**config.mk**
```make
export PLATFORM = sky130hd
export DESIGN_NAME = dice_top
export DESIGN_NICKNAME = d
export VERILOG_FILES = /design/src/dice_pkg.sv /design/src/dice_rng.sv /design/src/dice_top.sv /design/src/display.sv /design/src/roll_fsm.sv /design/src/roll_timer.sv
export VERILOG_INCLUDE_DIRS = /design/src
export SDC_FILE = /design/constraint.sdc
export NUM_CORES = 1
export LEC_CHECK = 0
export BUFFER_PORTS_ARGS = -buffer_cell sky130_fd_sc_hd__buf_4
export CORE_MARGIN = 5
export CORE_UTILIZATION = 30
export DETAILED_ROUTE_END_ITERATION = 7
export GPL_ROUTABILITY_DRIVEN = 1
export HOLD_SLACK_MARGIN = 0.15
export PLACE_DENSITY = 0.48
export SLEW_MARGIN = 20
export SYNTH_ARGS = -nofsm -noshare
export SYNTH_HDL_FRONTEND = slang
export SYNTH_SLANG_ARGS = --single-unit
```
**constraint.sdc**
```tcl
create_clock -name clk -period 4.46 [get_ports clk]
set_input_delay 0.223 -clock clk [delete_from_list [all_inputs] [get_ports clk]]
set_output_delay 0.223 -clock clk [all_outputs]
set_load 0.005 [all_outputs]
```
**src/dice_config.svh**
```systemverilog
`ifndef DICE_CONFIG_SVH
`define DICE_CONFIG_SVH

// faces on the die.
// the display decode only knows values up to 20.
`define DICE_SIDES 20

// ticks in one roll.
`define ROLL_TICKS 12

// clock cycles per tick.
`define TICK_CYCLES 4

// lfsr reset value, must be nonzero.
`define LFSR_SEED 16'hACE1

`endif

```
**src/dice_pkg.sv**
```systemverilog
`default_nettype none

package dice_pkg;

    // face value, 0 means nothing rolled yet.
    typedef logic [4:0] die_value_t;

    typedef struct packed {
        logic seg_invert;
        logic graphical;
    } disp_ctrl_t;

    typedef struct packed {
        die_value_t value;
        logic       valid;
    } roll_result_t;

    typedef enum logic [1:0] {
        IDLE    = 2'd0,
        ROLLING = 2'd1,
        SHOW    = 2'd2
    } roll_state_t;

endpackage

`default_nettype wire

```
**src/dice_rng.sv**
```systemverilog
`default_nettype none

`include "dice_config.svh"

module dice_rng (
    input  wire                         clk,
    input  wire                         rst_n,
    output dice_pkg::die_value_t        sample
);

    import dice_pkg::*;

    // x^16 + x^14 + x^13 + x^11 + 1, shifting right.
    localparam logic [15:0] TAPS  = 16'hB400;
    localparam die_value_t  SIDES = die_value_t'(`DICE_SIDES);

    logic [15:0] lfsr;
    die_value_t  field;
    die_value_t  folded;

    always_ff @(posedge clk) begin
        if (!rst_n) begin
            lfsr <= `LFSR_SEED;
        end else begin
            lfsr <= {1'b0, lfsr[15:1]} ^ (lfsr[0] ? TAPS : 16'h0000);
        end
    end

    // fold 0..31 onto 1..SIDES.
    assign field  = lfsr[4:0];
    assign folded = (field >= SIDES) ? field - SIDES : field;
    assign sample = folded + 5'd1;

    // an all-zero state would lock up.
    a_lfsr_nonzero: assert property (
        @(posedge clk) disable iff (!rst_n)
        lfsr != 16'h0000
    );

endmodule

`default_nettype wire

```
**src/dice_top.sv**
```systemverilog
`default_nettype none

module dice_top (
    input  wire                        clk,
    input  wire                        rst_n,
    input  wire                        roll_button,
    input  wire  dice_pkg::disp_ctrl_t ctrl,
    output logic [6:0]                 segments,
    output logic [1:0]                 digit_sel,
    output dice_pkg::roll_result_t     result
);

    import dice_pkg::*;

    wire             timer_start;
    wire             tick;
    wire             done;
    wire die_value_t sample;

    roll_fsm u_fsm (
        .clk         (clk),
        .rst_n       (rst_n),
        .roll_button (roll_button),
        .tick        (tick),
        .done        (done),
        .sample      (sample),
        .timer_start (timer_start),
        .result      (result)
    );

    roll_timer u_timer (
        .clk   (clk),
        .rst_n (rst_n),
        .start (timer_start),
        .tick  (tick),
        .done  (done)
    );

    dice_rng u_rng (
        .clk    (clk),
        .rst_n  (rst_n),
        .sample (sample)
    );

    // the display follows the tumbling value during a roll.
    display u_display (
        .clk       (clk),
        .rst_n     (rst_n),
        .value     (result.value),
        .ctrl      (ctrl),
        .segments  (segments),
        .digit_sel (digit_sel)
    );

endmodule

`default_nettype wire

```
**src/display.sv**
```systemverilog
`default_nettype none

module display (
    input  wire                        clk,
    input  wire                        rst_n,
    input  wire  dice_pkg::die_value_t value,
    input  wire  dice_pkg::disp_ctrl_t ctrl,
    output logic [6:0]                 segments,
    output logic [1:0]                 digit_sel
);

    import dice_pkg::*;

    logic       tens_phase;
    logic [6:0] seg_raw;
    logic [1:0] sel_raw;

    // segments are g down to a.
    function automatic logic [6:0] ones_pattern(input die_value_t v);
        case (v)
            5'd1,  5'd11: ones_pattern = 7'b0000110;
            5'd2,  5'd12: ones_pattern = 7'b1011011;
            5'd3,  5'd13: ones_pattern = 7'b1001111;
            5'd4,  5'd14: ones_pattern = 7'b1100110;
            5'd5,  5'd15: ones_pattern = 7'b1101101;
            5'd6,  5'd16: ones_pattern = 7'b1111101;
            5'd7,  5'd17: ones_pattern = 7'b0000111;
            5'd8,  5'd18: ones_pattern = 7'b1111111;
            5'd9,  5'd19: ones_pattern = 7'b1101111;
            5'd10, 5'd20: ones_pattern = 7'b0111111;
            default:      ones_pattern = 7'b0000000;
        endcase
    endfunction

    function automatic logic [6:0] tens_pattern(input die_value_t v);
        if (v == 5'd20) begin
            tens_pattern = 7'b1011011;
        end else if (v >= 5'd10 && v <= 5'd19) begin
            tens_pattern = 7'b0000110;
        end else begin
            tens_pattern = 7'b0000000;
        end
    endfunction

    // each segment lights once value reaches its threshold.
    function automatic logic [6:0] bar_pattern(input die_value_t v, input logic tens);
        if (tens) begin
            bar_pattern = {v >= 5'd7,  v >= 5'd3,  v >= 5'd9, v >= 5'd13,
                           v >= 5'd10, v >= 5'd4,  v >= 5'd1};
        end else begin
            bar_pattern = {v >= 5'd8,  v >= 5'd5,  v >= 5'd11, v >= 5'd14,
                           v >= 5'd12, v >= 5'd6,  v >= 5'd2};
        end
    endfunction

    always_ff @(posedge clk) begin
        if (!rst_n) begin
            tens_phase <= 1'b0;
            seg_raw    <= 7'b0000000;
            sel_raw    <= 2'b00;
        end else begin
            tens_phase <= ~tens_phase;
            if (tens_phase) begin
                sel_raw <= 2'b10;
                seg_raw <= ctrl.graphical ? bar_pattern(value, 1'b1) : tens_pattern(value);
            end else begin
                sel_raw <= 2'b01;
                seg_raw <= ctrl.graphical ? bar_pattern(value, 1'b0) : ones_pattern(value);
            end
        end
    end

    // common-anode parts want everything inverted.
    assign segments  = seg_raw ^ {7{ctrl.seg_invert}};
    assign digit_sel = sel_raw ^ {2{ctrl.seg_invert}};

    // one digit driven per cycle, the two taking turns once out of reset.
    a_sel_onehot: assert property (
        @(posedge clk) disable iff (!rst_n)
        $past(rst_n) && $past(rst_n, 2) |-> $onehot(sel_raw) && sel_raw == ~$past(sel_raw)
    );

endmodule

`default_nettype wire

```
**src/roll_fsm.sv**
```systemverilog
`default_nettype none

`include "dice_config.svh"

module roll_fsm (
    input  wire                        clk,
    input  wire                        rst_n,
    input  wire                        roll_button,
    input  wire                        tick,
    input  wire                        done,
    input  wire  dice_pkg::die_value_t sample,
    output logic                       timer_start,
    output dice_pkg::roll_result_t     result
);

    import dice_pkg::*;

    localparam die_value_t SIDES = die_value_t'(`DICE_SIDES);

    logic [1:0]  btn_sync;
    logic        btn_prev;
    logic        press;
    roll_state_t state;

    // rising edge of the synchronized button.
    assign press = btn_sync[1] & ~btn_prev;

    always_ff @(posedge clk) begin
        if (!rst_n) begin
            btn_sync <= 2'b00;
            btn_prev <= 1'b0;
        end else begin
            btn_sync <= {btn_sync[0], roll_button};
            btn_prev <= btn_sync[1];
        end
    end

    always_ff @(posedge clk) begin
        if (!rst_n) begin
            state       <= IDLE;
            timer_start <= 1'b0;
            result      <= '0;
        end else begin
            timer_start <= 1'b0;
            case (state)
                IDLE, SHOW: begin
                    if (press) begin
                        state        <= ROLLING;
                        timer_start  <= 1'b1;
                        result.valid <= 1'b0;
                    end
                end
                ROLLING: begin
                    // presses are ignored here.
                    // the shown value tumbles with every tick.
                    if (tick) begin
                        result.value <= sample;
                    end
                    if (done) begin
                        state        <= SHOW;
                        result.valid <= 1'b1;
                    end
                end
                default: begin
                    state <= IDLE;
                end
            endcase
        end
    end

    // a finished roll always carries a legal face.
    a_valid_in_range: assert property (
        @(posedge clk) disable iff (!rst_n)
        result.valid |-> (result.value >= 5'd1) && (result.value <= SIDES)
    );

endmodule

`default_nettype wire

```
**src/roll_timer.sv**
```systemverilog
`default_nettype none

`include "dice_config.svh"

module roll_timer (
    input  wire  clk,
    input  wire  rst_n,
    input  wire  start,
    output logic tick,
    output logic done
);

    localparam int PRE_W  = (`TICK_CYCLES > 1) ? $clog2(`TICK_CYCLES) : 1;
    localparam int TICK_W = (`ROLL_TICKS > 1) ? $clog2(`ROLL_TICKS) : 1;
    localparam logic [PRE_W-1:0]  PRE_LAST  = PRE_W'(`TICK_CYCLES - 1);
    localparam logic [TICK_W-1:0] TICK_LAST = TICK_W'(`ROLL_TICKS - 1);

    logic              running;
    logic [PRE_W-1:0]  pre_cnt;
    logic [TICK_W-1:0] tick_cnt;

    assign tick = running && (pre_cnt == PRE_LAST);
    assign done = tick && (tick_cnt == TICK_LAST);

    always_ff @(posedge clk) begin
        if (!rst_n) begin
            running  <= 1'b0;
            pre_cnt  <= '0;
            tick_cnt <= '0;
        end else if (start) begin
            // restart the whole roll.
            running  <= 1'b1;
            pre_cnt  <= '0;
            tick_cnt <= '0;
        end else if (running) begin
            if (tick) begin
                pre_cnt <= '0;
                if (done) begin
                    running  <= 1'b0;
                    tick_cnt <= '0;
                end else begin
                    tick_cnt <= tick_cnt + 1'b1;
                end
            end else begin
                pre_cnt <= pre_cnt + 1'b1;
            end
        end
    end

    // ticks come a full prescale period after the start or the previous tick.
    a_tick_spacing: assert property (
        @(posedge clk) disable iff (!rst_n)
        tick |-> $past(start, `TICK_CYCLES) || $past(tick, `TICK_CYCLES)
    );

endmodule

`default_nettype wire

```
### Yosys cells after proc, flatten, opt, wreduce, memory -nomap -nowiden

Memory sizes are Yosys's and may differ from the RTL's. A register that Yosys moved wholly into a read port is not among the register bits.
Index checks and enable logic that the tools add are counted.

| word-level totals | value |
|---|---|
| register bits after elaboration | 45 |
| memory bits (read-only) | 224 |
| memories kept | 1 |
| input port bits | 5 |

| operators by class | value |
|---|---|
| bitwise gates (word level) | 7 |
| magnitude comparators | 16 |
| reductions and logical operators | 12 |
| multiplexer cells | 23 |
| equality and inequality tests | 7 |
| $add $sub $neg | 4 |

Memory list:

| memory | words | bits a word | read ports | clocked after memory_dff | write ports | line | source |
|---|---|---|---|---|---|---|---|
| (no name shown) | 32 | 7 | 1 | 1 | 0 | display.sv:20 | `case (v)` |

Operators by type and width:

| cell | count |
|---|---|
| greater-or-equal comparator 5 x 4 -> 1 bit (second input constant) | 7 |
| 2-to-1 mux 7 bit | 4 |
| greater-or-equal comparator 5 x 3 -> 1 bit (second input constant) | 4 |
| 2-to-1 mux 16 bit | 1 |
| bitwise XOR 15 x 16 -> 16 bit | 1 |
| 2-to-1 mux 5 bit | 3 |
| greater-or-equal comparator 5 x 2 -> 1 bit (second input constant) | 2 |
| 2-to-1 mux 2 bit | 4 |
| AND reduction 2 bit | 4 |
| 2-to-1 mux 1 bit | 7 |
| bitwise XOR 7 bit | 1 |
| adder 5 x 1 -> 5 bit (second input constant) | 1 |
| == test 5 bit (second input constant) | 1 |
| greater-or-equal comparator 5 x 1 -> 1 bit (second input constant) | 1 |
| greater-or-equal comparator 5 bit (second input constant) | 1 |
| <= comparator 5 bit (second input constant) | 1 |
| subtractor 5 bit (second input constant) | 1 |
| adder 4 x 1 -> 4 bit (second input constant) | 1 |
| == test 2 bit (second input constant) | 2 |
| == test 4 bit (second input constant) | 1 |
| 2-to-1 mux 4 bit | 1 |
| case mux 2 bit (2 select lines) | 1 |
| OR reduction 2 bit | 2 |
| logical AND 1 bit | 3 |
| other kinds (12) | 14 |

### Depth between registers and ports, before layout

Gate-level depths: netlist of run 1.

| logic depth | value |
|---|---|
| word-level depth | 7 |
| mapped depth | 10 |
| depth with buffers taken out | 9 |

### By module

From an unflattened synthesis of run 1, not the netlist that was laid out.

| unflattened totals | value |
|---|---|
| cell total of the unflattened synthesis | 260 |
| area, all modules | 2332.2 µm² |

By module, submodules not included:

| module | area an instance (µm²) | instances | cells each | seq. area each (µm²) |
|---|---|---|---|---|
| display | 927.1 | 1 | 115 | 180.2 |
| dice_rng | 634.4 | 1 | 61 | 320.3 |
| roll_fsm | 440.4 | 1 | 46 | 240.2 |
| roll_timer | 330.3 | 1 | 38 | 140.1 |

### Worst setup path after synthesis of run 1

OpenSTA, ideal clock, no wires.

| path | value |
|---|---|
| kind | register to register |
| start point | reg u_timer.pre_cnt[0] |
| end point | reg (tool-made name) |
| period minus slack after synthesis | 2.450 ns |
| slack | 2.010 ns |
| arrival time | 2.363 ns |
| cell stages (with the launch flop) | 10 |
| required time | 4.373 ns |
| cell sequence | dfxtp_1 > ha_1 > and4b_1 > buf_6 > o211ai_1 > inv_1 > ha_1 > mux2_1 > or3_1 > o31ai_1 |

RTL lines:

| element | line | source |
|---|---|---|
| from (decl) | roll_timer.sv:19 | `logic [PRE_W-1:0] pre_cnt;` |
| from (signal assigned) | roll_timer.sv:45 | `pre_cnt <= pre_cnt + 1'b1;` |

==> results of run 1 <==
cell families (layout without fill, tap and decap cells):
logic type | count (synthesis) | count (layout) | synth area share (%)
AO/OA/AOI/OAI | 68 | 68 | 19.6
XOR/XNOR | 17 | 17 | 5.51
adder cells (fa/ha/maj) | 12 | 12 | 5.55
buffers and inverters | 33 | 41 | 6.39
flip-flops | 51 | 51 | 37.8
multiplexers | 5 | 5 | 2.08
AND/OR/NAND/NOR | 115 | 115 | 23.1
tightest hold or removal path: cells and delay by family:
kind / cells / cell delay [ns]
buf+inv: 1 / 0.16
simple gates: 1 / 0.06
compound gates: 1 / 0.05
per-layer routing:
| metal | part of all wire (%) | GRT usage [%] |
|---|---|---|
| met1 | 50 | 15.1 |
| met4 | 1.5 | 3.84 |
| met3 | 3.8 | 1.60 |
| met5 | 0 | 0 |
| met2 | 44 | 16.5 |
cells in the final DEF, fill, tap and decap left out, types with 3 or more instances in the layout:
master    synthesis  final
clkbuf_8          1      5
a21o_1            5      5
dfxtp_1          51     51
a31oi_1           3      3
mux2i_1           3      3
nand3_1           5      5
and2_1           11     11
inv_1            13     13
xor2_1           10     10
a21oi_1          13     13
o32ai_1           3      3
o211ai_1          3      3
o21ai_0          10     10
buf_4             1     19
nand2_1          25     25
ha_1             12     12
nor2_1           28     28
nor3b_1           4      4
nor3_1           14     14
o21a_1            3      3
xnor2_1           7      7
nand2b_1         10     10
final cells by class:
type	count	area, µm²	area share [%]
sequential	51	1020	34.3
multi-input combinational	217	1510	50.7
tap	108	135	4.54
clock inverter	1	30.0	1.01
inverter	14	55.1	1.85
timing repair buffer	20	153	5.13
clock buffer	6	72.6	2.44
metrics by stage:
stage	total power [mW]	setup WS [ns]
4_1_cts	0.891	1.62
2_1_floorplan	0.549	2.01
3_3_place_gp	0.572	1.67
5_1_grt	0.913	1.35
3_5_place_dp	0.573	1.66
6_report	0.869	1.61
worst paths after layout:
path,depth (start not counted),to,start
max,9,register,u_timer.pre_cnt[0]$_SDFFE_PP0P_
min reg2reg,1,u_rng.lfsr[11]$_SDFF_PN1_,u_rng.lfsr[12]$_SDFF_PN0_
min,3,u_display.seg_raw[6]$_SDFF_PN0_,ctrl[0]
max reg2reg,9,register,u_timer.pre_cnt[0]$_SDFFE_PP0P_
power by group through the flow:
stage	combinational, mW	sequential [mW]	clock (mW)
after CTS	0.0784	0.485	0.327
after floorplan	0.0614	0.488	0
after global routing	0.0864	0.488	0.338
after detailed placement	0.0775	0.496	0
after global placement	0.0769	0.495	0
final	0.0768	0.485	0.307
==> run_results.csv, run 1 <==
group,metric,value,unit
status,outcome,"finished clean",
power,ir_worst_vdd,0.0972,mV
sta,period_share,63.9,%
sta,finalSetupViolations,0,
clocking,clkSinkCount,51,
logic_synthesis,async_reset_ff_share,0,%
sta,hold_slack,0.239,ns
clocking,cts_resized,0,
power,combPwrFrac,8.8,%
floorplanning,die_area,11000,µm²
floorplanning,ios,20,
worst_setup_path,crit_family,"simple AND/OR/NAND/NOR gates",
clocking,cts_max_path_buffers,2,
power,swShare,22.6,%
clocking,path_clk_slew,0.09,ns
clocking,cts_buffers,5,
run,max-cap-violations,0,
logic_synthesis,syn_avg_cell_area,8.98,µm²
logic_synthesis,netlist_instances,301,
routing,wl_per_cell,13.6,µm
logic_synthesis,synth_edf_count,0,
routing,drtIter0Drc,125,
logic_synthesis,synthTopCellsByCount,"51 x dfxtp_1, 28 x nor2_1, 25 x nand2_1",
sta,tightest_slew,0.720,ns
global_routing,grt_pass1_vias,2011,
finish,design_area,2980,µm²
worst_hold_path,hold_class,"in -> reg",
sta,timing.setup.tns,0,ns
routing,vias,2072,
global_routing,grt_use_total,10.7,%
clocking,cts_max_level,2,
worst_setup_path,cp.arrival,3.05,ns
worst_setup_path,cp_num_buf_inv,1,
logic_synthesis,synth_cell_types,61,
worst_setup_path,crit_chain,"ha_1, and4b_1, nand2_1, o211ai_1, inv_1, ha_1, mux2_1, or3_1, o31ai_1",
sta,max_freq,351,MHz
sta,rsz0062_at_grt,"false",
power,leakage,1.27,nW
power,cellPowerDensity,292,nW/µm²
global_routing,grt_max_degree,32,
place,dpl.cell_count,409,
clocking,cts_root_buf,"clkbuf_8",
logic_synthesis,synth_top_area_cell,"dfxtp_1",
logic_synthesis,synth_seq_area_share,37.8,%
global_routing,antenna_found_initial,0,
floorplanning,die_w,105,µm
worst_setup_path,cp-start-kind,"register",
finish,final_layout_size_suffix_gt1_share,12.6,%
logic_synthesis,yosys_warnings,0,
logic_synthesis,synth_fp_nets,318,
logic_synthesis,ys_top_cells_by_area,"dfxtp_1 38%, ha_1 5.6%, nor2_1 3.9%",
finish,area_growth,10.1,%
floorplanning,core_area,8760,µm²
global_routing,grt_pass1_wl,9940,µm
routing,dr.pass1.iters,4,
power,switching_power,0.197,mW
place,gp_congestion,0.799,
clocking,cts_tree,"yes",
worst_setup_path,criticalPathCategory,"reg -> reg",
clocking,cts_hold_buf,1,
place,portBuffers,19,
sta,layout_min_cycle_time,2.85,ns
place,dp_hpwl,3960,µm
routing,routed_wl,5670,µm
floorplanning,fp-row-count,34,
logic_synthesis,synth_flop_cell,"dfxtp_1",
finish,final_core_util,34.0,%
logic_synthesis,synth.most_common_cell,"dfxtp_1",
worst_setup_path,crit_path_max_incr_delay,0.45,ns
worst_setup_path,crit_required,4.66,ns
finish,fin_nets,326,
logic_synthesis,ys_ff_latch,51,
routing,drc,0,
clocking,clock_latency,0.30,ns
worst_setup_path,cpMaxStageDelayCell,"and4b_1",
finish,stdcell_count,417,
global_routing,grt.overflow.total,0,
worst_setup_path,cp_common_cell,"ha_1",
finish,n_antenna_cell,0,
worst_setup_path,rrSetupSlack,1.61,ns
sta,hold_viol,0,
routing,viasPerCell,4.97,
place,placed_area,2860,µm²
worst_setup_path,end_kind,"register",
finish,n_fill_cell,945,
logic_synthesis,yosys.area.top_type_share,37.8,%
power,intPower,0.672,mW
routing,ant_nets,0,
sta,slew_headroom,51.9,%
logic_synthesis,syn-cell-area,2700,µm²
sta,drv_slew,0,
clocking,postCtsSetupBuffers,0,
worst_setup_path,worstPathMaxFanout,8,
power,pwr-share-seq,55.8,%
floorplanning,die_h,105,µm
floorplanning,initial_core_util,30.9,%
power,pwr-share-clk,35.3,%
sta,fin_worst_skew,0.0103,ns
No activity file was read; power rests on OpenSTA's default activity.
==> inputs of run 2 (changes only) <==
PLACE_DENSITY = 0.5   (was 0.48)
clock period = 2.55 ns   (was 4.46 ns; I/O delays follow)
==> run 2 against run 1 <==
Utilization grew 1.9 points. Sequential cell count unchanged. Power grew 71%. Cell area increased by 5.5%. Worst setup slack got worse by 1.4 ns. Largest cell class unchanged. Critical path depth stayed put. Largest power group unchanged. Non-clock buffer count rose by 21. Clock power is 60% higher. First-iteration DRC count grew 20%. Cell count up 5.3%.
==> run_results.csv, run 2 (synthesis results as in run 1) <==
group,metric,value,unit
floorplanning,die_w,105,µm
routing,vias,2189,
worst_setup_path,cp.arrival,2.56,ns
worst_setup_path,rrSetupSlack,0.20,ns
routing,dr.pass1.iters,4,
sta,finalSetupViolations,0,
sta,tightest_slew,0.652,ns
power,leakage,1.37,nW
place,portBuffers,19,
sta,max_freq,425,MHz
sta,drv_slew,0,
global_routing,grt_pass1_wl,10100,µm
worst_setup_path,criticalPathCategory,"reg -> reg",
worst_setup_path,cp-start-kind,"register",
worst_setup_path,crit_family,"simple AND/OR/NAND/NOR gates",
worst_setup_path,crit_path_max_incr_delay,0.41,ns
clocking,clkSinkCount,51,
sta,hold_viol,0,
finish,n_antenna_cell,0,
floorplanning,ios,20,
finish,final_cell_mix,"51 x dfxtp_1, 38 x buf_4, 28 x nor2_1, 25 x nand2_1, 14 x nor3_1",
clocking,cts_tree,"yes",
worst_hold_path,hold_class,"reg -> reg",
routing,routed_wl,5670,µm
clocking,clock_latency,0.30,ns
global_routing,grt_max_degree,20,
global_routing,antenna_found_initial,0,
finish,final_layout_size_suffix_gt1_share,17.8,%
sta,slew_headroom,56.5,%
floorplanning,fp-row-count,34,
sta,fin_ws,0.199,ns
sta,period_share,92.2,%
place,dp_slack,0.235,ns
floorplanning,initial_core_util,30.9,%
worst_setup_path,crit_required,2.76,ns
clocking,cts_max_path_buffers,2,
global_routing,grt_use_total,10.8,%
floorplanning,die_area,11000,µm²
worst_setup_path,cpMaxStageDelayCell,"dfxtp_1",
power,cellPowerDensity,473,nW/µm²
finish,area_growth,16.2,%
power,totalPowerFinal,1.49,mW
status,outcome,"finished clean",
power,ir_worst_vdd,0.228,mV
clocking,cts_buffers,5,
finish,fin_nets,347,
sta,rsz0062_at_grt,"false",
clocking,path_clk_slew,0.09,ns
floorplanning,core_area,8760,µm²
worst_setup_path,crit_chain,"inv_1, ha_1, a211oi_4, buf_4, nor4_4, nor3_2, mux2_1, or3_1, o31ai_1",
routing,viasPerCell,4.99,
global_routing,grt_pass1_vias,2110,
sta,timing.setup.tns,0,ns
clocking,cts_max_level,2,
routing,drtIter0Drc,150,
sta,fin_worst_skew,0.00847,ns
worst_setup_path,cp_num_buf_inv,2,
routing,wl_per_cell,12.9,µm
routing,ant_nets,0,
routing,drc,0,
finish,final_common_cell,"dfxtp_1",
floorplanning,die_h,105,µm
sta,layout_min_cycle_time,2.35,ns
global_routing,grt.overflow.total,0,
worst_setup_path,worstPathMaxFanout,5,
place,dp_hpwl,4210,µm
clocking,cts_root_buf,"clkbuf_8",
worst_setup_path,end_kind,"register",
place,gp_congestion,0.821,
run,max-cap-violations,0,
-- run 2: cell count changes in the layout (fill, tap and decap cells not counted) --
cell           delta
o311ai_4          +1
clkinv_4          +1
bufinv_16         -1
buf_4            +19
o311ai_2          -1
clkbuf_8          +1
dlygate4sd3_1     +2
-- run 2: timing repair --
| action | 4_1_cts | 5_1_grt |
|---|---|---|
| setup endpoints to repair | 0 | 1 |
| hold endpoints to repair | 3 | 0 |
| buffers inserted | 0 | 0 |
| hold buffers | 3 | 0 |
| resized for setup | 0 | 1 |
-- run 2: worst paths after layout --
kind,from,endpoint,depth (start not counted)
min,u_rng.lfsr[7]$_SDFF_PN1_,u_rng.lfsr[6]$_SDFF_PN1_,1
max reg2reg,u_rng.lfsr[1]$_SDFF_PN0_,register,9
max,u_rng.lfsr[1]$_SDFF_PN0_,register,9
min reg2reg,u_rng.lfsr[7]$_SDFF_PN1_,u_rng.lfsr[6]$_SDFF_PN1_,1
-- run 2: final cells by class --
type | count | area (µm²)
fill | 916 | 5620
timing repair buffer | 41 | 315
tap | 108 | 135
inverter | 14 | 55.1
multi-input combinational | 217 | 1520
clock inverter | 1 | 8.76
sequential | 51 | 1020
clock buffer | 7 | 86.3
-- run 2: metal layers --
layer,track usage [%],share of wire [%]
met5,0,0
met4,5.39,2.4
met3,2.22,5.3
met2,16.4,44
met1,14.6,48
-- run 2: worst register-to-register path: stages (launching register included) --
cell and delay (ns):
dfxtp_1 0.41, inv_1 0.09, ha_1 0.24, a211oi_4 0.24
buf_4 0.18, nor4_4 0.05, nor3_2 0.29, mux2_1 0.36
or3_1 0.33, o31ai_1 0.08
-- run 2: where the power goes --
group,internal [mW],switching (mW),leakage [nW]
clock network,0.223,0.267,0.0484
logic,0.0751,0.0793,0.906
registers,0.824,0.0180,0.418
-- run 2: metrics by stage --
stage,util [%],hold WS (ns),cells,area [µm²]
floorplan,-,0.255,301,2700
global placement,34.3,0.342,428,3010
detailed placement,34.3,0.345,428,3010
CTS,35.7,0.415,439,3130
global route,35.9,0.432,439,3140
finish,35.9,0.411,439,3140
